<file path="src/logic/ship_link_pkg.sv">
//**************************************************
// Shared types and constants of the ship packet link.
// Buffer write ports carry a fixed-width address field
// and modules use only the low ADDR_W bits of it, so
// BUF_ADDR_W at the top must not exceed BUF_ADDR_FIELD_W.
//**************************************************
package ship_link_pkg;

	typedef logic [15:0] word_t;
	typedef logic [47:0] mac_t;

	localparam mac_t MASTER_MAC = 48'h0000_0000_0000;
	localparam mac_t PLAYER1_MAC = 48'h0000_0000_0001; // player_number 0
	localparam mac_t PLAYER2_MAC = 48'h0000_0000_0002; // player_number 1
	localparam word_t SHIP_ETHER_TYPE = 16'h0A0A;

	localparam int RX_PAYLOAD_WORDS = 11; // game state words read back
	localparam int TX_PAYLOAD_WORDS = 5; // command words sent
	localparam int FRAME_LEN_W = 11; // used bits of the byte length
	localparam int BUF_ADDR_FIELD_W = 8; // widest supported buffer address

	typedef enum logic [3:0] {
		sensor_none = 4'd0,
		sensor_ship = 4'd1,
		sensor_wall_n = 4'd2,
		sensor_wall_s = 4'd3,
		sensor_wall_e = 4'd4,
		sensor_wall_w = 4'd5
	} sensor_event_e;

	typedef enum logic [1:0] {
		move_stay = 2'd0,
		move_left = 2'd1,
		move_right = 2'd2
	} move_dir_e;

	typedef struct packed {
		logic [0:27][3:0] power; // A_B first, G_H last
		sensor_event_e sensor;
		word_t x_coord;
		word_t y_coord;
		word_t rx_checksum; // echoed by the ship in a later frame
	} game_state_t;

	typedef struct packed {
		logic [0:7][2:0] hookup; // crystal A first
		logic engines_on;
		move_dir_e engines_dir;
		move_dir_e sensor_move;
		logic [7:0] sensor_rate; // half degree steps per sample
		logic cannon_fire;
		logic [9:0] cannon_power;
		word_t tx_checksum;
	} ship_cmd_t;

	typedef struct packed {
		logic [BUF_ADDR_FIELD_W-1:0] addr;
		word_t data;
		logic we;
	} buf_wr_t;

	typedef enum logic [1:0] {rx_idle, rx_header, rx_payload} rx_state_e;
	typedef enum logic [1:0] {tx_wait_start, tx_header, tx_fetch, tx_payload} tx_state_e;
	typedef enum logic [2:0] {
		seq_idle, seq_read_addr, seq_read_data, seq_wait_tx, seq_write, seq_send
	} seq_state_e;

endpackage
</file>
<file path="src/logic/ship_link_top.sv">
//**************************************************
// Packet layer of the ship game, from the receive FIFO
// to the transmit FIFO. One response frame follows each
// frame addressed to this player.
// BUF_ADDR_W must not exceed BUF_ADDR_FIELD_W.
//**************************************************
`timescale 1ns/1ns

module ship_link_top #(
	parameter int BUF_ADDR_W = 6
) (
	input  logic                        clk,
	input  logic                        rst_n,
	input  logic                        player_number,
	input  ship_link_pkg::ship_cmd_t    ship_cmd,
	output ship_link_pkg::game_state_t  game_state,
	input  logic                        rx_fifo_empty,
	input  ship_link_pkg::word_t        rx_fifo_rd_data,
	output logic                        rx_fifo_rd_req,
	input  logic                        tx_fifo_full,
	output logic                        tx_fifo_wr_req,
	output ship_link_pkg::word_t        tx_fifo_wr_data
);
	import ship_link_pkg::*;

	buf_wr_t rx_wr;
	buf_wr_t tx_wr;
	logic [BUF_ADDR_W-1:0] rx_rd_addr;
	logic [BUF_ADDR_W-1:0] tx_rd_addr;
	word_t rx_rd_data;
	word_t tx_rd_data;
	logic frame_found;
	logic rx_lock;
	logic send_start;
	logic tx_idle;

	packet_buffer #(.ADDR_W(BUF_ADDR_W)) i_rx_buffer (
		.clk(clk), .wr(rx_wr), .rd_addr(rx_rd_addr), .rd_data(rx_rd_data)
	);

	packet_buffer #(.ADDR_W(BUF_ADDR_W)) i_tx_buffer (
		.clk(clk), .wr(tx_wr), .rd_addr(tx_rd_addr), .rd_data(tx_rd_data)
	);

	frame_receiver #(.ADDR_W(BUF_ADDR_W)) i_frame_receiver (
		.clk(clk), .rst_n(rst_n), .player_number(player_number), .rx_lock(rx_lock),
		.rx_fifo_empty(rx_fifo_empty), .rx_fifo_rd_data(rx_fifo_rd_data),
		.rx_fifo_rd_req(rx_fifo_rd_req), .rx_wr(rx_wr), .frame_found(frame_found)
	);

	game_sequencer #(.ADDR_W(BUF_ADDR_W)) i_game_sequencer (
		.clk(clk), .rst_n(rst_n), .frame_found(frame_found), .rx_rd_addr(rx_rd_addr),
		.rx_rd_data(rx_rd_data), .ship_cmd(ship_cmd), .tx_idle(tx_idle),
		.rx_lock(rx_lock), .tx_wr(tx_wr), .send_start(send_start), .game_state(game_state)
	);

	frame_transmitter #(.ADDR_W(BUF_ADDR_W)) i_frame_transmitter (
		.clk(clk), .rst_n(rst_n), .send_start(send_start), .tx_idle(tx_idle),
		.buf_rd_addr(tx_rd_addr), .buf_rd_data(tx_rd_data), .tx_fifo_full(tx_fifo_full),
		.tx_fifo_wr_req(tx_fifo_wr_req), .tx_fifo_wr_data(tx_fifo_wr_data)
	);

endmodule

</file>
<file path="src/logic/game_sequencer.sv">
//**************************************************
// Unpacks a stored frame into the game state, then
// packs the ship command into the transmit buffer.
// rx_lock is held from frame_found until send_start,
// so no stored frame is overwritten or missed.
//**************************************************
`timescale 1ns/1ns

module game_sequencer #(
	parameter int ADDR_W = 6
) (
	input  logic                        clk,
	input  logic                        rst_n,
	input  logic                        frame_found,
	output logic [ADDR_W-1:0]           rx_rd_addr,
	input  ship_link_pkg::word_t        rx_rd_data,
	input  ship_link_pkg::ship_cmd_t    ship_cmd,
	input  logic                        tx_idle,
	output logic                        rx_lock,
	output ship_link_pkg::buf_wr_t      tx_wr,
	output logic                        send_start,
	output ship_link_pkg::game_state_t  game_state
);
	import ship_link_pkg::*;

	seq_state_e state;
	logic [3:0] rd_idx;
	logic [2:0] wr_idx;
	ship_cmd_t cmd_q;
	word_t cmd_word;
	logic wr_we;
	logic [ADDR_W-1:0] wr_addr;
	word_t wr_data;

	assign rx_rd_addr = ADDR_W'(rd_idx);
	assign tx_wr = '{addr: BUF_ADDR_FIELD_W'(wr_addr), data: wr_data, we: wr_we};

	always_comb
	begin
		case (wr_idx)
			3'd0:    cmd_word = {cmd_q.hookup[0:3], cmd_q.engines_on, 3'b000};
			3'd1:    cmd_word = {cmd_q.hookup[4:7], cmd_q.engines_dir, 2'b00};
			3'd2:    cmd_word = {cmd_q.sensor_rate, cmd_q.sensor_move, 6'b000000};
			3'd3:    cmd_word = {cmd_q.cannon_fire, cmd_q.cannon_power, 5'b00000};
			default: cmd_word = cmd_q.tx_checksum;
		endcase
	end

	always_ff @(posedge clk or negedge rst_n)
	begin
		if (!rst_n)
		begin
			state <= seq_idle;
			rd_idx <= '0;
			wr_idx <= '0;
			rx_lock <= 1'b0;
			send_start <= 1'b0;
			wr_we <= 1'b0;
			game_state <= '0;
		end
		else
		begin
			send_start <= 1'b0;
			case (state)
				seq_idle:
				begin
					if (frame_found)
					begin
						rx_lock <= 1'b1;
						rd_idx <= '0;
						state <= seq_read_addr;
					end
				end
				seq_read_addr: state <= seq_read_data; // buffer read latency
				seq_read_data:
				begin
					if (rd_idx < 4'd7)
					begin
						for (int k = 0; k < 4; k++)
							game_state.power[4 * rd_idx + k] <= rx_rd_data[4 * k +: 4];
					end
					else if (rd_idx == 4'd7)
						game_state.sensor <= sensor_event_e'(rx_rd_data[3:0]);
					else if (rd_idx == 4'd8)
						game_state.x_coord <= rx_rd_data;
					else if (rd_idx == 4'd9)
						game_state.y_coord <= rx_rd_data;
					else
						game_state.rx_checksum <= rx_rd_data;

					if (rd_idx == 4'(RX_PAYLOAD_WORDS - 1))
						state <= seq_wait_tx;
					else
					begin
						rd_idx <= rd_idx + 1'b1;
						state <= seq_read_addr;
					end
				end
				seq_wait_tx:
				begin
					if (tx_idle) // previous response fully read out
					begin
						wr_idx <= '0;
						state <= seq_write;
					end
				end
				seq_write:
				begin
					wr_we <= 1'b1;
					wr_idx <= wr_idx + 1'b1;
					if (wr_idx == 3'(TX_PAYLOAD_WORDS - 1))
						state <= seq_send;
				end
				seq_send:
				begin
					wr_we <= 1'b0;
					send_start <= 1'b1;
					rx_lock <= 1'b0;
					state <= seq_idle;
				end
				default: state <= seq_idle;
			endcase
		end
	end

	always_ff @(posedge clk)
	begin
		if ((state == seq_wait_tx) && tx_idle)
			cmd_q <= ship_cmd; // one snapshot per response
		wr_addr <= ADDR_W'(wr_idx);
		wr_data <= cmd_word;
	end

	// transmitter must still be idle when it is started
	a_start_when_idle: assert property (@(posedge clk) disable iff (!rst_n)
		send_start |-> tx_idle);

endmodule

</file>
<file path="src/logic/frame_transmitter.sv">
//**************************************************
// Streams one response frame into the transmit FIFO.
// Header is built here, the payload comes from the
// transmit buffer at addr 0 with one read cycle per word.
// A full FIFO holds the current word and state.
//**************************************************
`timescale 1ns/1ns

module frame_transmitter #(
	parameter int ADDR_W = 6
) (
	input  logic                  clk,
	input  logic                  rst_n,
	input  logic                  send_start,
	output logic                  tx_idle,
	output logic [ADDR_W-1:0]     buf_rd_addr,
	input  ship_link_pkg::word_t  buf_rd_data,
	input  logic                  tx_fifo_full,
	output logic                  tx_fifo_wr_req,
	output ship_link_pkg::word_t  tx_fifo_wr_data
);
	import ship_link_pkg::*;

	localparam int HDR_WORDS = 5; // length, three address words, ethertype

	tx_state_e state;
	logic [2:0] idx; // header word or payload address
	logic cnt_load;
	logic [2:0] cnt_value;
	logic cnt_done;
	word_t hdr_word;

	assign tx_idle = (state == tx_wait_start);
	assign buf_rd_addr = ADDR_W'(idx);
	assign cnt_load = (tx_idle && send_start) || ((state == tx_header) && cnt_done);
	assign cnt_value = tx_idle ? 3'(HDR_WORDS) : 3'(TX_PAYLOAD_WORDS);
	assign tx_fifo_wr_req = !tx_fifo_full &&
		(((state == tx_header) && !cnt_done) || (state == tx_payload));
	assign tx_fifo_wr_data = (state == tx_payload) ? buf_rd_data : hdr_word;

	always_comb
	begin
		case (idx)
			3'd0:    hdr_word = word_t'(2 * TX_PAYLOAD_WORDS); // payload bytes
			3'd1:    hdr_word = MASTER_MAC[47:32];
			3'd2:    hdr_word = MASTER_MAC[31:16];
			3'd3:    hdr_word = MASTER_MAC[15:0];
			default: hdr_word = SHIP_ETHER_TYPE;
		endcase
	end

	word_countdown #(
		.CNT_W(3)
	) i_word_cnt (
		.clk       (clk),
		.rst_n     (rst_n),
		.load      (cnt_load),
		.load_value(cnt_value),
		.step      (tx_fifo_wr_req),
		.done      (cnt_done)
	);

	always_ff @(posedge clk or negedge rst_n)
	begin
		if (!rst_n)
		begin
			state <= tx_wait_start;
			idx <= '0;
		end
		else
		begin
			case (state)
				tx_wait_start:
				begin
					if (send_start)
					begin
						idx <= '0;
						state <= tx_header;
					end
				end
				tx_header:
				begin
					if (cnt_done) // header out, payload count loaded
					begin
						idx <= '0;
						state <= tx_fetch;
					end
					else if (tx_fifo_wr_req)
						idx <= idx + 1'b1;
				end
				tx_fetch: state <= cnt_done ? tx_wait_start : tx_payload; // buffer read
				tx_payload:
				begin
					if (tx_fifo_wr_req)
					begin
						idx <= idx + 1'b1;
						state <= tx_fetch;
					end
				end
				default: state <= tx_wait_start;
			endcase
		end
	end

	// a pending word waits unchanged while the FIFO is full
	a_hold_when_full: assert property (@(posedge clk) disable iff (!rst_n)
		tx_fifo_full && ((state == tx_payload) || ((state == tx_header) && !cnt_done))
		|=> $stable(tx_fifo_wr_data) && $stable(idx));

endmodule

</file>
<file path="src/logic/frame_receiver.sv">
//**************************************************
// Parses frames from a show-ahead receive FIFO.
// Stalls on an empty FIFO anywhere in a frame. Only
// frames for the local player are stored, from addr 0;
// words past the buffer depth are popped and dropped.
//**************************************************
`timescale 1ns/1ns

module frame_receiver #(
	parameter int ADDR_W = 6
) (
	input  logic                    clk,
	input  logic                    rst_n,
	input  logic                    player_number,
	input  logic                    rx_lock,
	input  logic                    rx_fifo_empty,
	input  ship_link_pkg::word_t    rx_fifo_rd_data,
	output logic                    rx_fifo_rd_req,
	output ship_link_pkg::buf_wr_t  rx_wr,
	output logic                    frame_found
);
	import ship_link_pkg::*;

	localparam int DEST_WORDS = 3;
	localparam int HDR_WORDS = 7; // destination, source and ethertype

	rx_state_e state;
	logic [2:0] hdr_idx;
	mac_t dest_mac;
	mac_t local_mac;
	word_t swapped;
	logic to_me;
	logic [ADDR_W:0] wr_ptr; // top bit marks a full buffer
	logic len_load;
	logic pay_pop;
	logic pay_done;
	logic wr_we;
	logic [ADDR_W-1:0] wr_addr;
	word_t wr_data;

	assign local_mac = player_number ? PLAYER2_MAC : PLAYER1_MAC;
	assign swapped = {rx_fifo_rd_data[7:0], rx_fifo_rd_data[15:8]};
	assign len_load = (state == rx_idle) && rx_fifo_rd_req;
	assign pay_pop = (state == rx_payload) && rx_fifo_rd_req;
	assign rx_wr = '{addr: BUF_ADDR_FIELD_W'(wr_addr), data: wr_data, we: wr_we};

	// length is in bytes, the counter runs in words
	word_countdown #(
		.CNT_W(FRAME_LEN_W - 1)
	) i_payload_cnt (
		.clk       (clk),
		.rst_n     (rst_n),
		.load      (len_load),
		.load_value(rx_fifo_rd_data[FRAME_LEN_W-1:1]),
		.step      (pay_pop),
		.done      (pay_done)
	);

	always_comb
	begin
		case (state)
			rx_idle:    rx_fifo_rd_req = !rx_fifo_empty && !rx_lock && !frame_found;
			rx_header:  rx_fifo_rd_req = !rx_fifo_empty;
			rx_payload: rx_fifo_rd_req = !rx_fifo_empty && !pay_done;
			default:    rx_fifo_rd_req = 1'b0;
		endcase
	end

	always_ff @(posedge clk or negedge rst_n)
	begin
		if (!rst_n)
		begin
			state <= rx_idle;
			hdr_idx <= '0;
			to_me <= 1'b0;
			wr_ptr <= '0;
			wr_we <= 1'b0;
			frame_found <= 1'b0;
		end
		else
		begin
			frame_found <= 1'b0;
			wr_we <= 1'b0;
			case (state)
				rx_idle:
				begin
					if (rx_fifo_rd_req) // length word popped
					begin
						hdr_idx <= '0;
						state <= rx_header;
					end
				end
				rx_header:
				begin
					if (rx_fifo_rd_req)
					begin
						hdr_idx <= hdr_idx + 1'b1;
						if (hdr_idx == 3'(HDR_WORDS - 1))
						begin
							to_me <= (dest_mac == local_mac);
							wr_ptr <= '0;
							state <= rx_payload;
						end
					end
				end
				rx_payload:
				begin
					if (pay_done)
					begin
						frame_found <= to_me; // last write lands this cycle
						state <= rx_idle;
					end
					else if (rx_fifo_rd_req)
					begin
						wr_we <= to_me && !wr_ptr[ADDR_W];
						if (!wr_ptr[ADDR_W])
							wr_ptr <= wr_ptr + 1'b1;
					end
				end
				default: state <= rx_idle;
			endcase
		end
	end

	always_ff @(posedge clk)
	begin
		if ((state == rx_header) && rx_fifo_rd_req && (hdr_idx < 3'(DEST_WORDS)))
			dest_mac <= {dest_mac[31:0], swapped}; // most significant word first
		wr_addr <= wr_ptr[ADDR_W-1:0];
		wr_data <= rx_fifo_rd_data;
	end

	a_no_pop_when_empty: assert property (@(posedge clk) disable iff (!rst_n)
		rx_fifo_rd_req |-> !rx_fifo_empty);

endmodule

</file>
<file path="src/logic/word_countdown.sv">
//**************************************************
// Counts down the words still due in a frame section.
// done rises the cycle after a zero load or after the
// step that reaches zero; steps while done are ignored.
//**************************************************
`timescale 1ns/1ns

module word_countdown #(
	parameter int CNT_W = 8
) (
	input  logic             clk,
	input  logic             rst_n,
	input  logic             load,
	input  logic [CNT_W-1:0] load_value,
	input  logic             step,
	output logic             done
);

	logic [CNT_W-1:0] count;

	always_ff @(posedge clk or negedge rst_n)
	begin
		if (!rst_n)
		begin
			count <= '0;
			done <= 1'b1; // nothing due after reset
		end
		else if (load)
		begin
			count <= load_value;
			done <= (load_value == '0);
		end
		else if (step && !done)
		begin
			count <= count - 1'b1;
			done <= (count == CNT_W'(1)); // last word of the section
		end
	end

endmodule

</file>
<file path="src/logic/packet_buffer.sv">
//**************************************************
// Word buffer with one write port and one read port.
// Read data appears one cycle after the address.
// No reset, contents are undefined until written.
//**************************************************
`timescale 1ns/1ns

module packet_buffer #(
	parameter int ADDR_W = 6
) (
	input  logic                    clk,
	input  ship_link_pkg::buf_wr_t  wr,
	input  logic [ADDR_W-1:0]       rd_addr,
	output ship_link_pkg::word_t    rd_data
);
	import ship_link_pkg::*;

	word_t mem [2**ADDR_W];

	always_ff @(posedge clk)
	begin
		if (wr.we)
			mem[wr.addr[ADDR_W-1:0]] <= wr.data;
		rd_data <= mem[rd_addr]; // registered read
	end

	// the writer must keep its address inside this buffer
	a_wr_addr_known: assert property (@(posedge clk)
		wr.we |-> !$isunknown(wr.addr) && ((wr.addr >> ADDR_W) == '0));

endmodule

</file>
<file path="config.mk">
export PLATFORM = sky130hd
export DESIGN_NAME = ship_link_top
export DESIGN_NICKNAME = d
export VERILOG_FILES = /design/src/logic/ship_link_pkg.sv /design/src/logic/ship_link_top.sv /design/src/logic/game_sequencer.sv /design/src/logic/frame_transmitter.sv /design/src/logic/frame_receiver.sv /design/src/logic/word_countdown.sv /design/src/logic/packet_buffer.sv
export SDC_FILE = /design/constraint.sdc
export NUM_CORES = 1
export LEC_CHECK = 0
export ABC_AREA = 1
export BUFFER_PORTS_ARGS = -buffer_cell sky130_fd_sc_hd__buf_2
export CAP_MARGIN = 20
export CORE_UTILIZATION = 30
export DETAILED_ROUTE_END_ITERATION = 10
export GPL_ROUTABILITY_DRIVEN = 0
export REMOVE_ABC_BUFFERS = 1
export SLEW_MARGIN = 10
export SYNTH_ARGS = -nofsm -noshare
export SYNTH_HDL_FRONTEND = slang
export SYNTH_SLANG_ARGS = --single-unit
</file>
<file path="constraint.sdc">
create_clock -name clk -period 5.36 [get_ports clk]
set_clock_uncertainty 0.05 [all_clocks]
set_input_delay 0.268 -clock clk [delete_from_list [all_inputs] [get_ports clk]]
set_output_delay 0.268 -clock clk [all_outputs]
set_load 0.005 [all_outputs]
</file>
; ---- After elaboration in Yosys (flattened, before gate mapping)
; Memory sizes are Yosys's and may differ from the RTL's. A register that Yosys moved wholly into a read port is not among the register bits.
; Index checks and enable logic that the tools add are counted.
[classes]
add_sub_neg = 10
magnitude_cmp = 10
eq_ne = 39
n_mux = 71
bitwise_logic = 8
reduce_logical = 60
[ops]
columns = cell, n
row1 = 112-bit bitwise mux, 4
row2 = 33-bit by 6-bit greater-or-equal comparator with 1-bit output (second input constant), 4
row3 = 33-bit by 1-bit < comparator with 1-bit output (second input constant), 4
row4 = 32-bit inverter with 33-bit output, 3
row5 = 4-bit demux with 5-bit select, 4
row6 = 16-bit one-hot mux with 4 select lines, 1
row7 = 48-bit equality test, 1
row8 = 7-bit two-way mux, 5
row9 = 3-bit two-way mux, 11
row10 = 6-bit inverter with 33-bit output, 1
row11 = 4-bit two-way mux, 6
row12 = 12-bit one-hot mux with 2 select lines, 1
row13 = 10-bit two-way mux, 2
row14 = 2-bit two-way mux, 10
row15 = 1-bit logical AND, 19
row16 = 3-bit by 2-bit equality test with 1-bit output (second input constant), 6
row17 = 3-bit AND reduction, 6
row18 = 16-bit two-way mux, 1
row19 = 2-bit != test (second input constant), 8
row20 = 2-bit nonzero test, 8
row21 = 1-bit two-way mux, 15
row22 = 3-bit one-hot mux with 5 select lines, 1
row23 = 5-bit AND reduction, 3
row24 = 6-bit by 2-bit adder with 7-bit output (second input constant), 2
row25 = other kinds (35), 72
[totals]
reg_bits = 365
ramBits = 2048
inputBits = 85
elab_cells = 271
n_memories = 2
[mem_list]
columns = name, words, width, rd, rd_ports_with_merged_regs, write_ports, line_no
row1 = i_rx_buffer.mem, 64, 16, 1, 1, 1, packet_buffer.sv:18  ; word_t mem [2**ADDR_W];
row2 = i_tx_buffer.mem, 64, 16, 1, 1, 1, packet_buffer.sv:18

; ---- Depth between registers and ports, before layout
; Gate-level depths: netlist of run 1.
[logic_depth]
depth_word = 9
ltp_mapped = 10
mapped_depth_nobuf = 9

; ---- Cells and area by module
; Synthesis of run 1 repeated with hierarchy kept, for this count alone.
[hier_totals]
cells_unflattened = 8584
hier_area_um2 = 99197.6
[by_module_without_submodules]
columns = mod, n_inst, cells_per_inst, area_per_inst_um2, seq_area_each_um2
row1 = packet_buffer, 2, 3517, 42099.1, 31069.8
row2 = game_sequencer, 1, 1056, 10386.2, 6731.5
row3 = frame_receiver, 1, 243, 3002.9, 2257.2
row4 = word_countdown (i_frame_receiver.i_payload_cnt), 1, 120, 789.5, 276.5
row5 = frame_transmitter, 1, 93, 563.0, 125.1
row6 = word_countdown (i_frame_transmitter.i_word_cnt), 1, 38, 257.7, 101.3

; ---- Worst setup path after synthesis of run 1
; Ideal clock, no wire load.
[synth_path]
path_kind = register to register
start = register i_frame_receiver.state[0]
end = register i_frame_receiver.dest_mac[0], enable pin
setup_ps = 526
arrival_time_ps = 4287
path_slack_ps = 497
stages_incl_launch_ff = 5
path_buffers = 0
cell_sequence = dfrtp_1 -> inv_2 -> nor2_2 -> nand2_1 -> a211oi_1
[synth_via]
elab_chain_cells = 4
[synth_lines]
columns = item, line_no
row1 = "start, declared", frame_receiver.sv:27  ; rx_state_e state;
row2 = "start signal, assigned", frame_receiver.sv:73  ; state <= rx_idle;
row3 = "start signal, assigned", frame_receiver.sv:90  ; state <= rx_header;
row4 = "start signal, assigned", frame_receiver.sv:102  ; state <= rx_payload;
row5 = 2-bit equality test (tied with other cells), frame_receiver.sv:61  ; case (state)
row6 = 1-bit one-hot mux with 3 select lines, frame_receiver.sv:61
row7 = 1-bit logical AND (*) (2 in a row), frame_receiver.sv:127  ; if ((state == rx_header) && rx_fifo_rd_req && (hdr_idx < 3'(DEST_WORDS)))
row8 = "end signal, assigned", frame_receiver.sv:128  ; dest_mac <= {dest_mac[31:0], swapped};
row9 = "end, declared", frame_receiver.sv:29  ; mac_t dest_mac;
; Mark *: on every way between the ends. The rest lies on a longest branch, timed or not.
; A chain may end at the register's enable or synchronous reset.

; ---- Final worst setup path of run 1
[layout_path]
start = register i_frame_transmitter.idx[0]
end = output tx_fifo_wr_data[1]
[layout_via]
elab_chain_cells = 4
[layout_lines]
columns = item, line_no
row1 = "start, declared", frame_transmitter.sv:27  ; logic [2:0] idx;
row2 = "start signal, assigned", frame_transmitter.sv:89  ; idx <= idx + 1'b1;
row3 = "start signal, assigned", frame_transmitter.sv:96  ; idx <= idx + 1'b1;
row4 = 3-bit by 1-bit equality test with 1-bit output or 3-bit by 2-bit equality test with 1-bit output (tied branches), frame_transmitter.sv:43  ; case (idx)
row5 = 3-bit OR reduction (no line), n/a
row6 = 12-bit one-hot mux with 2 select lines (*), frame_transmitter.sv:43
row7 = 16-bit two-way mux (*), frame_transmitter.sv:39  ; assign tx_fifo_wr_data = (state == tx_payload) ? buf_rd_data : hdr_word;
row8 = "end, declared", ship_link_top.sv:22  ; output ship_link_pkg::word_t tx_fifo_wr_data
; Marked as above.

==> qor.yml, run 1 <==
run_status: "complete, no violations"
clockBufferDepth: 3
place_hpwl_um: 46200
first_pass_iters: 5
power.leakage_nw: 14.9
multi_input_area_sq_um: 6790
powerDensity_nw_per_um2: 364
intPower_mw: 10.2
synth_compound_area_frac: 0.0632
fp.dieW_um: 317
finalMaxSlewViolations: 0
tns_ns: 0
max_stage_delay_ns: 0.60
tightest_slew_ns: 1.12
ant_nets: 0
drt_iter0_drc: 1635
clkSinkCount: 781
nets: 3012
grt_use_total: 0.147
synthAdderAreaFrac: 0.00885
avgSynthCellArea_sq_um: 11.7
cp-start-kind: "flip-flop"
grt_max_degree: 113
synth-seq-cells: 781
cp.arrival_ns: 3.32
fin_crit_sh: 0.679
post_cts_resize_count: 0
initial_core_util: 0.302
hold_viol_final: 0
hp-class: "in2reg"
antenna_found_initial: 5
cts_hold_buffers: 83
synth_top_family_by_area: "simple AND/OR/NAND/NOR gates"
tritoncts: "built"
combPwrFrac: 0.044
critical_path.slowest_cell: "inv_1"
final_layout_size_suffix_gt1_frac: 0.172
cp_common_cell: "nand2_1"
pwr-share-seq: 0.511
portBuffers: 266
period_needed_ns: 3.64
fmax_mhz: 275
synth_xor_area_frac: 0.00118
switching_share: 0.222
die-area_sq_um: 100000
wl_per_cell_um: 17.4
h-tree-depth: 3
grt_pass1_wl_um: 112000
clkPwrFrac: 0.445
num_vias: 19400
postCtsSetupBuffers: 0
seq_area_frac_synth: 0.730
regArea_sq_um: 21700
grt_setup_unrepaired: "no"
placed_cell_area_sq_um: 32500
cp.buffers_inverters: 4
critical_path.cell_chain: "buf_4 > inv_1 > buf_4 > ha_1 > nand2_1 > o21ai_0 > nand2_1 > nand2_1 > buf_2"
wirelength_um: 74400
fillCellCount: 9466
max-cap-violations: 0
path_class: "reg2out"
avgViaCountPerCell: 4.55
max-slew-margin-rel: 0.252
cts-root-buf: "clkbuf_16"
clkLatencyLatePin_ns: 0.65
overflow: 0
ys_types: 44
yosysWarnings: 0
drc_errors: 0
area_growth_pct: 22.0
pin_count: 267
clk_pin_slew_ns: 0.06
netlist_instances: 2534
worstSetupEndpointType: "output port"
rows: 115
fin_area_sq_um: 36200
syn-cell-area_sq_um: 29700
required_ns: 5.04
cts_buffers: 84
synth-simple-area-share: 0.153
setup_viol: 0
synth_edf_count: 496
first_global_vias: 18700
switchingPower_mw: 2.92
muxShareOfSynthArea: 0
coreArea_sq_um: 98100
async_flop_share: 0.271
vdd_drop_max_mv: 0.280
cp_max_fo: 68
fp.dieH_um: 317
critPathTopFamily: "buffers and inverters"
synthFlopType: "edfxtp_1"
## sequential cells by signal, summed over array words and instances (netlist names), 4 cells and up
register	flops
i_frame_receiver.dest_mac	48
i_frame_receiver.i_payload_cnt.count	10
i_frame_receiver.wr_addr	6
i_frame_receiver.wr_data	16
i_frame_receiver.wr_ptr	7
i_game_sequencer.cmd_q	64
i_game_sequencer.game_state	164
i_game_sequencer.rd_idx	4
i_game_sequencer.wr_data	16
i_rx_buffer.mem	256
i_rx_buffer.rd_data	16
i_tx_buffer.mem	128
i_tx_buffer.rd_data	16
## power groups by stage
stage	Combinational [mW]	Clock, mW	Sequential [mW]
floorplan	0.341	0	6.81
global placement	0.525	0	6.84
detailed placement	0.540	0	6.85
CTS	0.591	5.99	6.72
global route	0.673	6.24	6.74
finish	0.582	5.85	6.72
## per-layer routing
layer | wire (um) | vias up | global-route usage
li1 | - | 9367 | -
met1 | 32100 | 9443 | 0.194
met2 | 36500 | 500 | 0.245
met3 | 3710 | 122 | 0.0235
met4 | 2020 | 0 | 0.0497
met5 | 0 | - | 0
## metrics by stage
stage,setup slack (ns),power [mW],hold slack [ns],util,instances
after detailed placement,2.10,7.39,0.334,0.331,4023
after floorplan,0.497,7.16,-0.0776,-,2427
final,1.72,13.2,0.0877,0.369,4268
after global placement,2.15,7.36,0.327,0.331,4022
after CTS,1.62,13.3,0.0521,0.369,4264
after global routing,1.43,13.7,0.0876,0.369,4268
## synthesized netlist by cell type, drive strengths merged, types with 4 or more instances
library cell / instances / area share
buf: 72 / 0.013
clkinv: 13 / 0.0021
a21oi: 28 / 0.0047
clkbuf: 35 / 0.0044
o21a: 32 / 0.0081
dfrtp: 210 / 0.18
nor2: 184 / 0.024
nand2: 694 / 0.088
o211ai: 8 / 0.0020
o22ai: 35 / 0.0074
ha: 21 / 0.0089
nor3: 10 / 0.0028
nand3b: 14 / 0.0037
nand3: 93 / 0.017
dfxtp: 73 / 0.049
or2: 6 / 0.0013
inv: 188 / 0.024
o21ai: 235 / 0.040
edfxtp: 496 / 0.50
and2: 4 / 0.00084
nand4: 70 / 0.015
## placed cells by master, fill, tap and decap left out, types with 18 or more instances in the layout
cell | synthesis | final
inv_1 | 180 | 179
buf_2 | 45 | 265
nand2_1 | 692 | 692
ha_1 | 21 | 21
nor2_1 | 179 | 161
buf_4 | 17 | 43
o21a_1 | 32 | 32
a21oi_1 | 28 | 28
o21ai_0 | 133 | 133
nor2_2 | 2 | 18
dfrtp_1 | 210 | 208
o21ai_1 | 102 | 102
dlygate4sd3_1 | 0 | 83
dfxtp_1 | 73 | 73
o22ai_1 | 35 | 35
nand3_1 | 88 | 88
clkinv_2 | 12 | 27
edfxtp_1 | 496 | 496
nand4_1 | 68 | 68
clkbuf_1 | 35 | 19
clkbuf_16 | 0 | 87
## kinds of logic after synthesis
| family | after synthesis |
|---|---|
| buf+inv | 308 |
| fa+ha+maj | 21 |
| compound gates | 343 |
| simple gates | 1077 |
| xor+xnor | 4 |
| flops | 781 |
## layout make-up
| cell class | instances | share of cell area |
|---|---|---|
| clock buffer | 119 | 0.0671 |
| antenna | 3 | 0.000207 |
| tap | 1287 | 0.0445 |
| inverter | 201 | 0.0213 |
| clock inverter | 39 | 0.0116 |
| multi-input combinational | 1445 | 0.187 |
| timing repair buffer | 393 | 0.0693 |
| sequential | 781 | 0.599 |
## worst paths after layout
check | from | end | slack (ns) | depth (start not counted)
worst min-delay path | player_number | i_frame_receiver.to_me$_DFFE_PN0P_ | 0.09 | 7
worst max register to register | i_game_sequencer.rd_idx[0]$_DFFE_PN0P_ | i_game_sequencer.game_state[4]$_DFFE_PN0P_ | 2.18 | 8
worst min register to register | i_game_sequencer.wr_idx[2]$_DFFE_PN0P_ | i_game_sequencer.wr_addr[2]$_DFF_P_ | 0.35 | 0
min in group asynchronous | rst_n | i_game_sequencer.game_state[37]$_DFFE_PN0P_ | 0.18 | 2
max in group asynchronous | rst_n | i_game_sequencer.rd_idx[3]$_DFFE_PN0P_ | 3.64 | 3
worst max-delay path | i_frame_transmitter.idx[0]$_DFFE_PN0P_ | tx_fifo_wr_data[1] | 1.72 | 9
## worst min-delay path, delay by kind of cell
family                 cells  cell delay (ns)
buffers and inverters      1             0.11
AND/OR/NAND/NOR            6             0.34
(Power assumes the default switching activity.)
==> inputs of run 2 (changes only) <==
clock period = 3.3 ns   (was 5.36 ns; I/O delays follow)
==> run 2 against run 1 <==
Effect of this change: hold slack lost 0.067 ns; non-clock buffer count grew 12; die area is the same; final area grew 0.58%; sequential cell count is the same; register-to-register slack lost 1.2 ns; setup slack lost 1.1 ns; routed wire length grew 1.8%; combinational power grew 62%; core utilization grew 0.21 points; critical path type unchanged; largest power group unchanged.
==> qor.yml, run 2 (synthesized netlist as in run 1, its figures left out) <==
postCtsSetupBuffers: 0
finalNonFillerCells: 4281
clockBufferDepth: 3
pin_count: 267
antenna_found_initial: 3
tightest_slew_ns: 0.893
cts-root-buf: "clkbuf_16"
rows: 115
final_cell_mix: "nand2_1 (692), edfxtp_1 (496), buf_2 (265)"
largest_reg_flops: 256
finalMaxSlewViolations: 0
final_layout_size_suffix_gt1_frac: 0.174
cp.arrival_ns: 2.45
hold_viol_final: 0
r2r_end: "i_game_sequencer.game_state[141]$_DFFE_PN0P_"
vdd_drop_max_mv: 0.484
initial_core_util: 0.302
wirelength_um: 75700
hold_ws_ns: 0.0204
hp-class: "in2async"
fillCellCount: 9446
run_status: "complete, no violations"
fin_crit_sh: 0.808
fp.dieW_um: 317
fp.dieH_um: 317
r2r_cells: 5
num_vias: 19400
portBuffers: 266
setup_viol: 0
final_common_cell: "nand2_1"
first_global_vias: 18700
overflow: 0
die-area_sq_um: 100000
first_pass_iters: 5
grt_setup_unrepaired: "no"
worstSetupEndpointType: "output port"
startpoint: "i_frame_transmitter.idx[1]$_DFFE_PN0P_"
max-slew-margin-rel: 0.403
clkSinkCount: 781
place_hpwl_um: 46400
fmax_mhz: 375
ant_nets: 0
path_class: "reg2out"
ff2ff_setup_slack_ns: 1.03
tritoncts: "built"
required_ns: 3.08
power.leakage_nw: 14.9
wl_per_cell_um: 17.7
period_needed_ns: 2.66
powerDensity_nw_per_um2: 590
grt_use_total: 0.149
nets: 3025
clk_pin_slew_ns: 0.06
coreArea_sq_um: 98100
drt_iter0_drc: 1440
r2r_start: "i_game_sequencer.state[2]$_DFFE_PN0P_"
max-cap-violations: 0
avgViaCountPerCell: 4.54
cts_buffers: 85
area_growth_pct: 22.7
dpl.cell_count: 4035
grt_pass1_wl_um: 113000
cp-start-kind: "flip-flop"
grt_max_degree: 73
final_util: 0.371
clkLatencyLatePin_ns: 0.68
h-tree-depth: 3
cp_max_fo: 33
drc_errors: 0
-- run 2: cell type report --
class	instances	area, sq um	share of cell area
Clock inverter	34	457	0.0125
Clock buffer	125	2430	0.0667
Sequential cell	781	21700	0.595
Antenna cell	3	7.51	0.000206
Tap cell	1287	1610	0.0442
Multi-Input combinational cell	1445	6790	0.186
Timing Repair Buffer	405	2680	0.0737
Inverter	201	769	0.0211
-- run 2: routing by layer --
| metal | GRT usage | part of all wire | vias to the layer above | wire length [um] |
|---|---|---|---|---|
| met1 | 0.197 | 0.44 | 9451 | 33100 |
| met3 | 0.0259 | 0.049 | 146 | 3680 |
| met5 | 0 | 0 | - | 0 |
| met2 | 0.246 | 0.48 | 438 | 36700 |
| met4 | 0.0549 | 0.030 | 0 | 2280 |
| li1 | - | - | 9387 | - |
-- run 2: how the worst max path moves through the flow --
stage	end	slack, ns	cells past startpoint
finish	tx_fifo_wr_data[3]	0.64	9
global route	tx_fifo_wr_data[3]	0.36	9
CTS	tx_fifo_wr_data[3]	0.50	9
detailed placement	i_game_sequencer.game_state[141]$_DFFE_PN0P_	0.99	5
global placement	i_game_sequencer.game_state[1]$_DFFE_PN0P_	1.05	7
floorplan	i_frame_receiver.dest_mac[0]$_DFFE_PP_	-1.56	4
-- run 2: metrics by stage --
stage,worst slack [ns],cell area (sq um),TNS (ns),power (mW)
2_1_floorplan,-1.56,29200,-108.03,11.6
3_3_place_gp,1.05,32700,0,12.0
3_5_place_dp,0.994,32700,0,12.0
4_1_cts,0.501,36400,0,21.7
5_1_grt,0.364,36400,0,22.2
6_report,0.635,36400,0,21.5
-- run 2: critical path, stage by stage, from the launching register on --
cell and delay (ns):
dfrtp_1 0.61, inv_1 0.11, buf_4 0.27, ha_1 0.22, nor2_1 0.10, nor2_1 0.05
o21ai_0 0.15, nand2_1 0.08, nand2_1 0.09, buf_2 0.11
-- run 2: timing repair --
action	in CTS	in global routing
gates resized for setup	0	0
endpoints found under the hold margin	295	0
hold buffers	84	0
-- run 2: power breakdown --
part	leakage, nW	switching [mW]	total [mW]	internal [mW]
logic	5.49	0.606	0.941	0.335
clock network	1.39	4.04	9.63	5.58
registers	8.06	0.214	10.9	10.7
total	14.9	4.86	21.5	16.6
==> inputs of run 3 (changes only) <==
clock period = 2.45 ns   (was 3.3 ns; I/O delays follow)
==> run 3 against run 2 <==
Effect of this change: sequential cell count unchanged; core utilization up 0.13 points; sequential share of layout area down 0.19 points; non-clock buffer count up 22; power up 32%; final area up 0.34%; critical path depth down 3; hold slack better by 0.062 ns; sequential power up 35%.
==> qor.yml, run 3 (synthesized netlist as in run 1, its figures left out) <==
run_status: "complete, no violations"
h-tree-depth: 3
max-slew-margin-rel: 0.456
initial_core_util: 0.302
clkLatencyLatePin_ns: 0.65
clkSinkCount: 781
coreArea_sq_um: 98100
critical_path.cell_chain: "ha_1 > ha_1 > o21ai_0 > nand2_1 > nand2_1 > buf_2"
pin_count: 267
fin_area_sq_um: 36500
tightest_slew_ns: 0.809
fp.dieW_um: 317
largest_reg_flops: 256
power.leakage_nw: 15.0
clockBufferDepth: 3
rows: 115
cts-root-buf: "clkbuf_16"
cp_max_fo: 14
first_pass_iters: 5
multi_input_area_sq_um: 6790
fin_crit_sh: 0.916
critical_path.slowest_cell: "dfrtp_4"
antenna_found_initial: 3
fmax_mhz: 446
ant_nets: 0
cp-start-kind: "flip-flop"
first_global_vias: 18400
regArea_sq_um: 21700
placed_cell_area_sq_um: 32900
worstSetupEndpointType: "output port"
setup_viol: 0
hp-class: "in2reg"
max-cap-violations: 0
finalMaxSlewViolations: 0
grt_pass1_wl_um: 113000
portBuffers: 266
hold_viol_final: 0
fp.dieH_um: 317
wl_per_cell_um: 17.5
grt_use_total: 0.149
hold_ws_ns: 0.0829
drt_iter0_drc: 1556
avgViaCountPerCell: 4.52
cts_buffers: 84
required_ns: 2.28
period_needed_ns: 2.24
nets: 3046
max_stage_delay_ns: 0.57
dpl.cell_count: 4054
powerDensity_nw_per_um2: 776
area_growth_pct: 23.1
tritoncts: "built"
grt_max_degree: 65
vdd_drop_max_mv: 0.858
path_class: "reg2out"
die-area_sq_um: 100000
place_hpwl_um: 46000
finalNonFillerCells: 4299
overflow: 0
num_vias: 19400
final_common_cell: "nand2_1"
cp.arrival_ns: 2.07
wirelength_um: 75300
grt_setup_unrepaired: "no"
final_layout_size_suffix_gt1_frac: 0.183
clk_pin_slew_ns: 0.06
drc_errors: 0
final_cell_mix: "nand2_1 (691), edfxtp_1 (496), buf_2 (265)"
fillCellCount: 9433
-- run 3: cell count changes in the layout (fill, tap and decap cells not counted), sizes merged --
cell and change:
buf +21, bufinv -4, clkbuf -14, clkinv +17
diode -1, dlygate4sd3 +1, inv -2
-- run 3: power by group --
part | switching [mW] | total, mW | internal, mW
logic | 0.824 | 1.31 | 0.482
registers | 0.284 | 14.7 | 14.4
clock network | 5.32 | 12.3 | 7.03
total | 6.43 | 28.4 | 21.9
-- run 3: cell type report --
class,count,share of cell area
tap,1287,0.0441
clock buffer,111,0.0653
antenna,2,0.000137
multi-input combinational,1445,0.186
timing repair buffer,427,0.0807
sequential,781,0.593
inverter,201,0.0211
clock inverter,45,0.00969
-- run 3: repair_timing --
item | in CTS | in global routing
endpoints found under the hold margin | 333 | 0
setup endpoints to repair | 4 | 5
buffers inserted | 0 | 1
pin swaps | 0 | 0
gates cloned | 0 | 0
gates resized for setup | 3 | 4
hold buffers | 86 | 0
-- run 3: worst max-delay path: cells and delay by family (launching register included) --
family,cells,cell delay [ns]
DFF,1,0.57
adders and majority gates,2,0.42
AOI/OAI and AO/OA,1,0.17
and+or+nand+nor,2,0.16
buffers and inverters,1,0.11
-- run 3: stage by stage --
| stage | worst slack (ns) | power, mW | setup TNS (ns) | util |
|---|---|---|---|---|
| final | 0.206 | 28.4 | 0 | 0.372 |
| after CTS | 0.00825 | 28.7 | 0 | 0.372 |
| after floorplan | -2.41 | 15.7 | -235.95 | - |
| after detailed placement | 0.475 | 16.2 | 0 | 0.335 |
| after global placement | 0.451 | 16.2 | 0 | 0.335 |
| after global routing | 0.0248 | 29.4 | 0 | 0.372 |
-- run 3: per-layer routing --
layer  track usage  up-vias  share of wire
met5             0        -              0
met4        0.0479        0          0.024
met3        0.0267      107          0.051
met2         0.245      449           0.48
met1         0.198     9463           0.44
li1              -     9411              -
-- run 3: final timing paths --
| path | startpoint | end | slack (ns) | cells past startpoint |
|---|---|---|---|---|
| worst min-delay path | rx_fifo_rd_data[13] | i_frame_receiver.wr_data[13]$_DFF_P_ | 0.08 | 2 |
| worst max-delay path | i_frame_transmitter.idx[0]$_DFFE_PN0P_ | tx_fifo_wr_data[1] | 0.21 | 6 |
| worst min register to register | i_game_sequencer.wr_idx[2]$_DFFE_PN0P_ | i_game_sequencer.wr_addr[2]$_DFF_P_ | 0.34 | 0 |
| min in group asynchronous | rst_n | i_game_sequencer.game_state[133]$_DFFE_PN0P_ | 0.48 | 3 |
| worst max register to register | i_game_sequencer.state[0]$_DFFE_PN0P_ | i_game_sequencer.rd_idx[0]$_DFFE_PN0P_ | 0.48 | 5 |
| max in group asynchronous | rst_n | i_frame_transmitter.i_word_cnt.done$_DFFE_PN1P_ | 1.22 | 4 |
